`src/cpuControlPkg.sv`:
```
package cpuControlPkg;

	// Width of the operation field at the top of the instruction
	localparam int OpcodeBits = 5;

	// Operation field values of the instruction set
	typedef enum logic [OpcodeBits-1:0] {
		opLd = 5'd0,
		opLdi = 5'd1,
		opSt = 5'd2,
		opAdd = 5'd3,
		opSub = 5'd4,
		opAnd = 5'd9,
		opOr = 5'd10,
		opAddi = 5'd11,
		opAndi = 5'd12,
		opOri = 5'd13,
		opBr = 5'd18,
		opJr = 5'd19,
		opJal = 5'd20,
		opNop = 5'd25,
		opHalt = 5'd26
	} opcodeE;

	// ALU function select as seen by the datapath
	typedef enum logic [3:0] {
		aluNone = 4'd0,
		aluSub = 4'd1,
		aluAnd = 4'd4,
		aluOr = 4'd5,
		aluAdd = 4'd15
	} aluOpE;

	// Shape of the step sequence that follows decode
	typedef enum logic [3:0] {
		classLoad,
		classLoadImm,
		classStore,
		classRegAlu,
		classImmAlu,
		classBranch,
		classJumpReg,
		classJumpLink,
		classNop,
		classHalt
	} instrClassE;

	// Control steps, fetch first and then the per-class steps
	typedef enum logic [5:0] {
		stepReset = 6'd0,
		fetch0 = 6'd1,
		fetch1 = 6'd2,
		fetch2 = 6'd3,
		decode = 6'd4,
		// Effective address, shared by ld, ldi and st
		addr1 = 6'd5,
		addr2 = 6'd6,
		ld3 = 6'd7,
		ld4 = 6'd8,
		ld5 = 6'd9,
		ldi3 = 6'd10,
		st3 = 6'd11,
		st4 = 6'd12,
		// Register and immediate ALU forms
		alu1 = 6'd13,
		alu2 = 6'd14,
		alu3 = 6'd15,
		br1 = 6'd16,
		br2 = 6'd17,
		br3 = 6'd18,
		br4 = 6'd19,
		jr1 = 6'd20,
		jal1 = 6'd21,
		jal2 = 6'd22,
		halted = 6'd63
	} stepE;

endpackage

```
`src/instructionDecoder.sv`:
```
`timescale 1ns/10ps

module instructionDecoder #(
	parameter int InstrWidth = 32
) (
	input logic [InstrWidth-1:0] ir,
	output cpuControlPkg::instrClassE instrClass,
	output cpuControlPkg::aluOpE aluOp
);

	cpuControlPkg::opcodeE opcode;

	// Operation field sits in the top bits of the instruction
	assign opcode = cpuControlPkg::opcodeE'(ir[InstrWidth-1 -: cpuControlPkg::OpcodeBits]);

	always_comb begin
		instrClass = cpuControlPkg::classNop;
		aluOp = cpuControlPkg::aluNone;
		case (opcode)
			cpuControlPkg::opLd: instrClass = cpuControlPkg::classLoad;
			cpuControlPkg::opLdi: instrClass = cpuControlPkg::classLoadImm;
			cpuControlPkg::opSt: instrClass = cpuControlPkg::classStore;
			cpuControlPkg::opAdd: begin
				instrClass = cpuControlPkg::classRegAlu;
				aluOp = cpuControlPkg::aluAdd;
			end
			cpuControlPkg::opSub: begin
				instrClass = cpuControlPkg::classRegAlu;
				aluOp = cpuControlPkg::aluSub;
			end
			cpuControlPkg::opAnd: begin
				instrClass = cpuControlPkg::classRegAlu;
				aluOp = cpuControlPkg::aluAnd;
			end
			cpuControlPkg::opOr: begin
				instrClass = cpuControlPkg::classRegAlu;
				aluOp = cpuControlPkg::aluOr;
			end
			cpuControlPkg::opAddi: begin
				instrClass = cpuControlPkg::classImmAlu;
				aluOp = cpuControlPkg::aluAdd;
			end
			cpuControlPkg::opAndi: begin
				instrClass = cpuControlPkg::classImmAlu;
				aluOp = cpuControlPkg::aluAnd;
			end
			cpuControlPkg::opOri: begin
				instrClass = cpuControlPkg::classImmAlu;
				aluOp = cpuControlPkg::aluOr;
			end
			cpuControlPkg::opBr: instrClass = cpuControlPkg::classBranch;
			cpuControlPkg::opJr: instrClass = cpuControlPkg::classJumpReg;
			cpuControlPkg::opJal: instrClass = cpuControlPkg::classJumpLink;
			cpuControlPkg::opHalt: instrClass = cpuControlPkg::classHalt;
			// nop and every unassigned code fall through as nop
			default: instrClass = cpuControlPkg::classNop;
		endcase
	end

endmodule

```
`src/stepSequencer.sv`:
```
`timescale 1ns/10ps

module stepSequencer (
	input logic Clock,
	input logic Reset,
	input logic stop,
	input cpuControlPkg::instrClassE instrClass,
	output cpuControlPkg::stepE step,
	output logic immClass
);

	cpuControlPkg::stepE stepNext;

	// Next step selection
	always_comb begin
		stepNext = step;
		if (stop) begin
			// External stop wins over everything else
			stepNext = cpuControlPkg::halted;
		end else begin
			case (step)
				cpuControlPkg::stepReset: stepNext = cpuControlPkg::fetch0;
				cpuControlPkg::fetch0: stepNext = cpuControlPkg::fetch1;
				cpuControlPkg::fetch1: stepNext = cpuControlPkg::fetch2;
				cpuControlPkg::fetch2: stepNext = cpuControlPkg::decode;
				cpuControlPkg::decode: begin
					case (instrClass)
						cpuControlPkg::classLoad,
						cpuControlPkg::classLoadImm,
						cpuControlPkg::classStore: stepNext = cpuControlPkg::addr1;
						cpuControlPkg::classRegAlu,
						cpuControlPkg::classImmAlu: stepNext = cpuControlPkg::alu1;
						cpuControlPkg::classBranch: stepNext = cpuControlPkg::br1;
						cpuControlPkg::classJumpReg: stepNext = cpuControlPkg::jr1;
						cpuControlPkg::classJumpLink: stepNext = cpuControlPkg::jal1;
						cpuControlPkg::classHalt: stepNext = cpuControlPkg::halted;
						// nop goes straight back to fetch
						default: stepNext = cpuControlPkg::fetch0;
					endcase
				end
				cpuControlPkg::addr1: stepNext = cpuControlPkg::addr2;
				// Address steps are shared, so split again on the class
				cpuControlPkg::addr2: begin
					case (instrClass)
						cpuControlPkg::classLoad: stepNext = cpuControlPkg::ld3;
						cpuControlPkg::classStore: stepNext = cpuControlPkg::st3;
						default: stepNext = cpuControlPkg::ldi3;
					endcase
				end
				cpuControlPkg::ld3: stepNext = cpuControlPkg::ld4;
				cpuControlPkg::ld4: stepNext = cpuControlPkg::ld5;
				cpuControlPkg::ld5: stepNext = cpuControlPkg::fetch0;
				cpuControlPkg::ldi3: stepNext = cpuControlPkg::fetch0;
				cpuControlPkg::st3: stepNext = cpuControlPkg::st4;
				cpuControlPkg::st4: stepNext = cpuControlPkg::fetch0;
				cpuControlPkg::alu1: stepNext = cpuControlPkg::alu2;
				cpuControlPkg::alu2: stepNext = cpuControlPkg::alu3;
				cpuControlPkg::alu3: stepNext = cpuControlPkg::fetch0;
				cpuControlPkg::br1: stepNext = cpuControlPkg::br2;
				cpuControlPkg::br2: stepNext = cpuControlPkg::br3;
				cpuControlPkg::br3: stepNext = cpuControlPkg::br4;
				cpuControlPkg::br4: stepNext = cpuControlPkg::fetch0;
				cpuControlPkg::jr1: stepNext = cpuControlPkg::fetch0;
				cpuControlPkg::jal1: stepNext = cpuControlPkg::jal2;
				cpuControlPkg::jal2: stepNext = cpuControlPkg::fetch0;
				// Only Reset leaves halted
				cpuControlPkg::halted: stepNext = cpuControlPkg::halted;
				default: stepNext = cpuControlPkg::stepReset;
			endcase
		end
	end

	always_ff @(posedge Clock or posedge Reset) begin
		if (Reset) begin
			step <= cpuControlPkg::stepReset;
		end else begin
			step <= stepNext;
		end
	end

	// Immediate form flag, held for the rest of the instruction
	always_ff @(posedge Clock or posedge Reset) begin
		if (Reset) begin
			immClass <= 1'b0;
		end else if (step == cpuControlPkg::decode) begin
			immClass <= (instrClass == cpuControlPkg::classImmAlu);
		end
	end

endmodule

```
`src/controlSignalDecoder.sv`:
```
`timescale 1ns/10ps

module controlSignalDecoder (
	input cpuControlPkg::stepE step,
	input cpuControlPkg::aluOpE aluOp,
	input logic immClass,
	input logic conffOut,
	output logic gra,
	output logic grb,
	output logic grc,
	output logic rIn,
	output logic rOut,
	output logic mdrIn,
	output logic mdrOut,
	output logic baOut,
	output logic cOut,
	output logic zLowOut,
	output logic pcIn,
	output logic irIn,
	output logic yIn,
	output logic zIn,
	output logic pcOut,
	output logic incPc,
	output logic marIn,
	output logic read,
	output logic write,
	output logic conffIn,
	output logic run,
	output cpuControlPkg::aluOpE aluControl
);

	always_comb begin
		// Every strobe idles low, only the current step raises its own
		gra = 1'b0;
		grb = 1'b0;
		grc = 1'b0;
		rIn = 1'b0;
		rOut = 1'b0;
		mdrIn = 1'b0;
		mdrOut = 1'b0;
		baOut = 1'b0;
		cOut = 1'b0;
		zLowOut = 1'b0;
		pcIn = 1'b0;
		irIn = 1'b0;
		yIn = 1'b0;
		zIn = 1'b0;
		pcOut = 1'b0;
		incPc = 1'b0;
		marIn = 1'b0;
		read = 1'b0;
		write = 1'b0;
		conffIn = 1'b0;
		run = 1'b1;
		aluControl = cpuControlPkg::aluNone;

		case (step)
			// PC to MAR, incremented PC into Z
			cpuControlPkg::fetch0: begin
				pcOut = 1'b1;
				marIn = 1'b1;
				incPc = 1'b1;
				zIn = 1'b1;
			end
			cpuControlPkg::fetch1: begin
				zLowOut = 1'b1;
				pcIn = 1'b1;
				read = 1'b1;
				mdrIn = 1'b1;
			end
			cpuControlPkg::fetch2: begin
				mdrOut = 1'b1;
				irIn = 1'b1;
			end
			// Base register (or zero) into Y, then add the constant
			cpuControlPkg::addr1: begin
				grb = 1'b1;
				baOut = 1'b1;
				yIn = 1'b1;
			end
			cpuControlPkg::addr2: begin
				cOut = 1'b1;
				zIn = 1'b1;
				aluControl = cpuControlPkg::aluAdd;
			end
			cpuControlPkg::ld3, cpuControlPkg::st3: begin
				zLowOut = 1'b1;
				marIn = 1'b1;
			end
			cpuControlPkg::ld4: begin
				mdrIn = 1'b1;
				read = 1'b1;
			end
			cpuControlPkg::ld5: begin
				mdrOut = 1'b1;
				gra = 1'b1;
				rIn = 1'b1;
			end
			// Result write-back from Z, shared by ldi and the ALU forms
			cpuControlPkg::ldi3, cpuControlPkg::alu3: begin
				zLowOut = 1'b1;
				gra = 1'b1;
				rIn = 1'b1;
			end
			cpuControlPkg::st4: begin
				gra = 1'b1;
				rOut = 1'b1;
				mdrIn = 1'b1;
				write = 1'b1;
			end
			cpuControlPkg::alu1: begin
				grb = 1'b1;
				rOut = 1'b1;
				yIn = 1'b1;
			end
			// Second operand is Rc or the immediate constant
			cpuControlPkg::alu2: begin
				zIn = 1'b1;
				aluControl = aluOp;
				if (immClass) begin
					cOut = 1'b1;
				end else begin
					grc = 1'b1;
					rOut = 1'b1;
				end
			end
			cpuControlPkg::br1: begin
				gra = 1'b1;
				rOut = 1'b1;
				conffIn = 1'b1;
			end
			cpuControlPkg::br2: begin
				pcOut = 1'b1;
				yIn = 1'b1;
			end
			cpuControlPkg::br3: begin
				cOut = 1'b1;
				zIn = 1'b1;
				aluControl = cpuControlPkg::aluAdd;
			end
			// Target is loaded only when the condition held
			cpuControlPkg::br4: begin
				zLowOut = 1'b1;
				pcIn = conffOut;
			end
			cpuControlPkg::jr1, cpuControlPkg::jal2: begin
				gra = 1'b1;
				rOut = 1'b1;
				pcIn = 1'b1;
			end
			cpuControlPkg::jal1: begin
				grb = 1'b1;
				rIn = 1'b1;
				pcOut = 1'b1;
			end
			cpuControlPkg::halted: run = 1'b0;
			// stepReset and decode drive nothing
			default: ;
		endcase
	end

endmodule

```
`src/controlUnit.sv`:
```
`timescale 1ns/10ps

module controlUnit #(
	parameter int InstrWidth = 32
) (
	input logic Clock,
	input logic Reset,
	input logic [InstrWidth-1:0] ir,
	input logic stop,
	input logic conffOut,
	output logic gra,
	output logic grb,
	output logic grc,
	output logic rIn,
	output logic rOut,
	output logic mdrIn,
	output logic mdrOut,
	output logic baOut,
	output logic cOut,
	output logic zLowOut,
	output logic pcIn,
	output logic irIn,
	output logic yIn,
	output logic zIn,
	output logic pcOut,
	output logic incPc,
	output logic marIn,
	output logic read,
	output logic write,
	output logic conffIn,
	output logic run,
	output cpuControlPkg::aluOpE aluControl
);

	cpuControlPkg::instrClassE instrClass;
	cpuControlPkg::aluOpE aluOp;
	cpuControlPkg::stepE step;
	logic immClass;

	instructionDecoder #(
		.InstrWidth(InstrWidth)
	) decoder (
		.ir(ir),
		.instrClass(instrClass),
		.aluOp(aluOp)
	);

	stepSequencer sequencer (
		.Clock(Clock),
		.Reset(Reset),
		.stop(stop),
		.instrClass(instrClass),
		.step(step),
		.immClass(immClass)
	);

	// Per-step strobe table
	controlSignalDecoder strobes (
		.step(step),
		.aluOp(aluOp),
		.immClass(immClass),
		.conffOut(conffOut),
		.gra(gra),
		.grb(grb),
		.grc(grc),
		.rIn(rIn),
		.rOut(rOut),
		.mdrIn(mdrIn),
		.mdrOut(mdrOut),
		.baOut(baOut),
		.cOut(cOut),
		.zLowOut(zLowOut),
		.pcIn(pcIn),
		.irIn(irIn),
		.yIn(yIn),
		.zIn(zIn),
		.pcOut(pcOut),
		.incPc(incPc),
		.marIn(marIn),
		.read(read),
		.write(write),
		.conffIn(conffIn),
		.run(run),
		.aluControl(aluControl)
	);

endmodule

```
`config.mk`:
```
export PLATFORM = sky130hd
export DESIGN_NAME = controlUnit
export DESIGN_NICKNAME = d
export VERILOG_FILES = /design/src/cpuControlPkg.sv /design/src/instructionDecoder.sv /design/src/stepSequencer.sv /design/src/controlSignalDecoder.sv /design/src/controlUnit.sv
export SDC_FILE = /design/constraint.sdc
export NUM_CORES = 1
export LEC_CHECK = 0
export ABC_AREA = 0
export BUFFER_PORTS_ARGS = -buffer_cell sky130_fd_sc_hd__buf_2
export CAP_MARGIN = 20
export CELL_PAD_IN_SITES_DETAIL_PLACEMENT = 0
export CELL_PAD_IN_SITES_GLOBAL_PLACEMENT = 1
export CORE_MARGIN = 2
export CORE_UTILIZATION = 32
export CTS_CLUSTER_SIZE = 40
export DETAILED_ROUTE_END_ITERATION = 12
export PLACE_DENSITY_LB_ADDON = 0.12
export SYNTH_ARGS = -nofsm -noshare
export SYNTH_HDL_FRONTEND = slang
export SYNTH_SLANG_ARGS = --single-unit
```
`constraint.sdc`:
```
create_clock -name Clock -period 2.35 [get_ports Clock]
set_input_delay 0.3525 -clock Clock [delete_from_list [all_inputs] [get_ports Clock]]
set_output_delay 0.3525 -clock Clock [all_outputs]
set_load 0.1 [all_outputs]
```
==> reports/metrics.yaml, run 1 <==
placement:
  gp_congestion: 0.854
  place_area_um2: 2250
  place_ws_ns: -0.0309
  dpl.hpwl_um: 3540
  io_buffers: 33
  place_inst: 289
clock_network:
  cts_made_buffers: 3
  cts_sinks: 7
  clockBufferDepth: 2
  root_buffer: "clkbuf_8"
  htreeDepth: 1
  cts_tree: "done"
  clk_pin_slew_worst_paths_ns: 0.04
  clock_latency_ns: 0.23
power:
  ir_drop_uv: 205
  finalPower_mw: 0.971
  p_leak_nw: 0.904
  powerDensity_nw_per_um2: 418
logic_synthesis:
  syn-cell-area_um2: 1360
  synth_ff_type: "dfrtp_1"
  ys_types: 60
  ys_warn_count: 0
  syn_nets: 242
  avgSynthCellArea_um2: 6.76
  synth_edf_count: 0
  ys_ff_latch: 7
  async_reset_ff_share_pct: 100
  synth_cells: 201
  yosysSeqAreaShare_pct: 12.9
setup_path:
  crit_required_ns: 2.00
  cpPeakStageDelay_ns: 0.37
  worst-path-buf-inv: 1
  worstSetupPathType: "flop to output port"
  critical_path.slowest_cell: "dfrtp_1"
  path_delay_family: "simple AND/OR/NAND/NOR gates"
  critPathArrivalTime_ns: 1.91
  start_kind: "flop"
  crit_chain: "or2_1 -> nor2_4 -> nand3_4 -> o31ai_4 -> buf_12"
  worstPathMaxFanout: 6
  endpoint_kind: "output port"
finish:
  finalNonFillerCells: 295
  final_nets: 287
  post-route-util_pct: 57.3
  drive_gt1_share_pct: 39.6
  final_cell_area_um2: 2320
  antennaDiodeCount: 0
  mostFrequentLayoutCells: "buf_4, buf_12, nand2_1"
  final_common_cell: "buf_4"
  syn2layout_area_growth_pct: 71.0
outcome:
  status: "complete, no violations"
die:
  pin_count: 61
  start_util_pct: 33.5
  core_area_um2: 4060
  rows: 23
  die_area_um2: 4780
  die_x_um: 69.2
  die_h_um: 69.2
route:
  via_per_inst: 5.53
  first_pass_iters: 4
  post_drt_wl_per_cell_um: 14.9
  finalWirelength_um: 4390
  drtAntennaViolNets: 0
  drt-initial-drc-count: 128
  vias: 1630
  drc: 0
sta:
  max_freq_mhz: 441
  hold_viol: 0
  setup_slack_ns: 0.0848
  whs_ns: 0.0469
  tns_ns: 0
  fin_crit_ns: 2.27
  maxSlewViolCount: 0
  worst_pin_slew_ns: 0.479
  max_slew_margin_pct: 68.0
  setup_violations: 0
  rsz0062_at_grt: "false"
  finClkSkew_ns: 0.00292
  finalCritPeriodShare_pct: 96.4
global_route:
  antenna_found_initial: 0
  overflow: 0
  grtUsageTotal_pct: 18.5
  grt_start_max_net_pins: 21
  grt_pass1_wl_um: 7440
  grt_pass1_vias: 1590
worst_hold_path:
  hp-class: "input port to async pin"
run:
  cap_violations: 0
## routing by layer
metal | track usage (%) | wire [um] | vias to the layer above
li1 | - | - | 816
met1 | 22.4 | 1870 | 768
met2 | 34.0 | 2290 | 40
met3 | 1.61 | 161 | 6
met4 | 6.32 | 74 | 0
met5 | 0 | 0 | -
## synthesized netlist by cell type, types with 2 or more instances
cell type	instances	area, um2
o21a_1	2	15.0
nor3b_1	3	22.5
nor3_1	7	35.0
buf_2	7	35.0
inv_1	6	22.5
and3_1	3	18.8
nor2b_1	9	56.3
nand4_1	2	12.5
clkbuf_1	9	33.8
ha_1	5	62.6
nand2_1	19	71.3
a221oi_1	2	17.5
nand3_1	10	50.1
o2111ai_1	2	17.5
xor2_1	2	17.5
dfrtp_1	7	175
nand3b_1	3	22.5
o21ai_0	8	40.0
buf_1	2	7.51
o21ai_1	4	20.0
buf_6	2	22.5
nand2b_1	8	50.1
o31ai_1	2	15.0
a21oi_1	12	60.1
nor4_1	5	31.3
or3_1	3	18.8
a31oi_1	2	12.5
xnor2_1	3	26.3
nor2_1	21	78.8
## report_power, final
group	total [mW]	leakage (nW)	switching, mW	internal (mW)
clock	0.168	0.0228	0.0511	0.117
combinational	0.621	0.805	0.390	0.231
sequential	0.182	0.0762	0.0418	0.140
## registers in the layout (all words and copies together) (netlist names)
register and count:
sequencer.step 6, sequencer.immClass 1
## cells by family (layout without fill, tap and decap cells)
logic type / after synthesis / count (layout) / synth area share [%]
AOI/OAI and AO/OA: 51 / 51 / 26.1
xor gates and xnor gates: 5 / 5 / 3.22
adders and majority gates: 5 / 5 / 4.60
buffers and inverters: 28 / 72 / 9.85
DFF: 7 / 7 / 12.9
muxes: 2 / 2 / 1.75
and+or+nand+nor: 103 / 103 / 41.6
## what timing repair did
item	CTS	global route
resized for setup	5	2
hold buffers	0	0
buffers inserted	0	2
endpoints found under the setup margin	5	4
## area by class of cell
cell class | count | area [um2]
fillers | 365 | 1730
multi-input cells | 166 | 1290
repair buffers | 62 | 726
flip-flops and latches | 7 | 179
well taps | 50 | 62.6
clock buffers | 4 | 45.0
inverters | 6 | 22.5
## final timing paths
kind | startpoint | to | slack, ns | depth (start not counted)
worst max-delay path | sequencer.step[4] | aluControl[3] | 0.08 | 5
worst min-delay path | Reset | sequencer.step[4] | 0.05 | 2
worst max register to register | sequencer.step[0] | sequencer.step[2] | 0.41 | 6
worst min register to register | sequencer.immClass | sequencer.immClass | 0.64 | 2
max in group asynchronous | Reset | sequencer.step[1] | 2.07 | 2
min in group Clock | stop | sequencer.step[5] | 0.37 | 3
Note: power is estimated with default switching activity, not from simulation.
==> run 2, diff against run 1 <==
--- a/config.mk
+++ b/config.mk
@@ -11,7 +11,7 @@
 export CELL_PAD_IN_SITES_DETAIL_PLACEMENT = 0
 export CELL_PAD_IN_SITES_GLOBAL_PLACEMENT = 1
 export CORE_MARGIN = 2
-export CORE_UTILIZATION = 32
+export CORE_UTILIZATION = 35
 export CTS_CLUSTER_SIZE = 40
 export DETAILED_ROUTE_END_ITERATION = 12
 export PLACE_DENSITY_LB_ADDON = 0.12
==> constraint.sdc (replaced) <==
create_clock -name Clock -period 2.9 [get_ports Clock]
set_input_delay 0.435 -clock Clock [delete_from_list [all_inputs] [get_ports Clock]]
set_output_delay 0.435 -clock Clock [all_outputs]
set_load 0.1 [all_outputs]
==> run 2 against run 1 <==
Against the previous run: first-iteration DRC count is 1.6% higher; sequential share of layout area increased by 1.8 points; largest cell class unchanged; total power shrank 28%; critical endpoint unchanged; register-to-register slack better by 0.25 ns; cell area down 21%.
==> reports/metrics.yaml, run 2 (synthesis gave the netlist of run 1 again) <==
clock_network:
  clockBufferDepth: 2  # unchanged
  clk_pin_slew_worst_paths_ns: 0.04  # about the same
  cts_made_buffers: 3  # unchanged
  postCtsSetupBuffers: 0  # unchanged
  cts_tree: "done"  # unchanged
  htreeDepth: 1  # unchanged
  clock_latency_ns: 0.22  # was 0.23 ns
  cts_hold_buf: 0  # unchanged
  cts_sinks: 7  # unchanged
  root_buffer: "clkbuf_8"  # unchanged
  post_cts_resized: 0  # was 5
setup_path:
  worst-path-buf-inv: 1  # unchanged
  endpoint_kind: "output port"  # unchanged
  crit_required_ns: 2.47  # was 2.00 ns
  critical_path.slowest_cell: "dfrtp_1"  # unchanged
  critPathArrivalTime_ns: 2.21  # was 1.91 ns
  crit_chain: "or2_0 -> nor2_1 -> nand3_1 -> o31ai_4 -> buf_12"  # was or2_1 -> nor2_4 -> nand3_4 -> o31ai_4 -> buf_12
  worstSetupPathType: "flop to output port"  # unchanged
  cpPeakStageDelay_ns: 0.48  # was 0.37 ns
  path_delay_family: "simple AND/OR/NAND/NOR gates"  # unchanged
  worstPathMaxFanout: 9  # was 6
  start_kind: "flop"  # unchanged
  r2r_slack_ns: 0.66  # was 0.41 ns
worst_hold_path:
  hp-class: "input port to async pin"  # unchanged
route:
  post_drt_wl_per_cell_um: 14.5  # was 14.9 um
  finalWirelength_um: 3980  # was 4390 um
  dr_wl_met3_um: 161  # unchanged
  met2_length_um: 1990  # was 2290 um
  highest_layer: "met3"  # was met4
  m1WireLength_um: 1840  # was 1870 um
  via_per_inst: 5.63  # was 5.53
  first_pass_iters: 4  # unchanged
  vias: 1543  # was 1630
  drc: 0  # unchanged
  drtAntennaViolNets: 0  # unchanged
  drt-initial-drc-count: 130  # was 128
global_route:
  grtUsageTotal_pct: 18.9  # was 18.5%
  overflow: 0  # unchanged
  antenna_found_initial: 0  # unchanged
  grt_start_max_net_pins: 19  # was 21
  grt_pass1_vias: 1380  # was 1590
  grt_pass1_wl_um: 6610  # was 7440 um
die:
  pin_count: 61  # unchanged
  core_area_um2: 3690  # was 4060 um2
  rows: 22  # was 23
  die_h_um: 66.3  # was 69.2 um
  die_x_um: 66.3  # was 69.2 um
  die_area_um2: 4400  # was 4780 um2
  start_util_pct: 36.8  # was 33.5%
finish:
  fillers: 378  # was 365
  final_nets: 268  # was 287
  syn2layout_area_growth_pct: 35.3  # was 71.0%
  finalNonFillerCells: 274  # was 295
  antennaDiodeCount: 0  # unchanged
  top_register: "sequencer.step"  # unchanged
  final_common_cell: "buf_2"  # was buf_4
  mostFrequentLayoutCells: "buf_2, nor2_1, nand2_1"  # was buf_4, buf_12, nand2_1
  register_area_um2: 175  # was 179 um2
  drive_gt1_share_pct: 29.6  # was 39.6%
  reg_top3: "sequencer.step (6), sequencer.immClass (1)"  # unchanged
  post-route-util_pct: 49.8  # was 57.3%
  largest_reg_flops: 6  # unchanged
  multi_input_area_um2: 1190  # was 1290 um2
sta:
  worst_pin_slew_ns: 0.697  # was 0.479 ns
  rsz0062_at_grt: "false"  # unchanged
  hold_viol: 0  # unchanged
  setup_violations: 0  # unchanged
  max_freq_mhz: 378
  maxSlewViolCount: 0  # unchanged
  finClkSkew_ns: 0.0000690  # was 0.00292 ns
  fin_crit_ns: 2.64
  max_slew_margin_pct: 53.5  # was 68.0%
  finalCritPeriodShare_pct: 91.1
power:
  power.internal_mw: 0.338  # was 0.488 mW
  p_leak_nw: 0.748  # was 0.904 nW
  pwr-share-comb_pct: 59.1  # was 63.9%
  seq_power_share_pct: 21.3  # was 18.7%
  power.switching_mw: 0.357  # was 0.482 mW
  powerDensity_nw_per_um2: 378  # was 418 nW/um2
  p_sw_share_pct: 51.3  # was 49.7%
  ir_drop_uv: 295  # was 205 uV
  clockPowerShare_pct: 19.6  # was 17.3%
placement:
  dpl.hpwl_um: 3170  # was 3540 um
  place_inst: 270  # was 289
  io_buffers: 33  # unchanged
  gp_congestion: 0.848  # was 0.854
outcome:
  status: "complete, no violations"  # unchanged
run:
  cap_violations: 0  # unchanged
==> run 2: cell count changes in the layout (fill, tap and decap cells not counted), moves of 3 or more <==
cell	before	now
nor2_1	16	20
buf_12	23	7
buf_2	11	26
dfrtp_2	3	0
dfrtp_1	4	7
buf_4	28	10
==> run 2: worst register-to-register path, delay by kind of cell (launching register included) <==
kind / cells / cell delay (ns)
flops: 1 / 0.78
compound gates: 3 / 0.76
simple gates: 2 / 0.21
buf+inv: 1 / 0.32
==> run 2: through the flow <==
step	hold slack, ns	power, mW	instance area, um2	setup WS (ns)	setup TNS, ns
floorplan	0.238	0.466	1490	-0.808	-2.10
global placement	0.362	0.550	1780	0.281	0
detailed placement	0.375	0.557	1780	0.270	0
CTS	0.135	0.696	1830	0.141	0
global route	0.156	0.741	1840	0.0790	0
finish	0.130	0.695	1840	0.257	0
==> run 2: final timing paths <==
kind | from | end | depth (start not counted)
worst min-delay path | Reset | sequencer.immClass | 2
worst max register to register | sequencer.step[1] | sequencer.step[4] | 6
worst max-delay path | sequencer.step[4] | aluControl[3] | 5
max in group asynchronous | Reset | sequencer.step[2] | 2
worst min register to register | sequencer.immClass | sequencer.immClass | 2
min in group Clock | stop | sequencer.step[5] | 3
==> run 2: metal layers <==
metal  up-vias  GRT usage (%)
met2        42           33.0
met5         -              0
met1       723           25.5
met4         0          0.765
li1        778              -
met3         0           3.07
==> run 2: power by group through the flow <==
stage          Clock, mW  Sequential [mW]  Combinational (mW)
2_1_floorplan          0            0.125               0.340
3_3_place_gp           0            0.148               0.402
3_5_place_dp           0            0.149               0.408
4_1_cts            0.139            0.148               0.410
5_1_grt            0.144            0.152               0.445
6_report           0.136            0.148               0.411
==> run 2: layout make-up <==
class	instances	share of cell area, %
tap	48	3.27
timing repair buffer	43	18.8
sequential	7	9.53
inverter	6	1.23
clock buffer	4	2.45
multi-input combinational	166	64.7
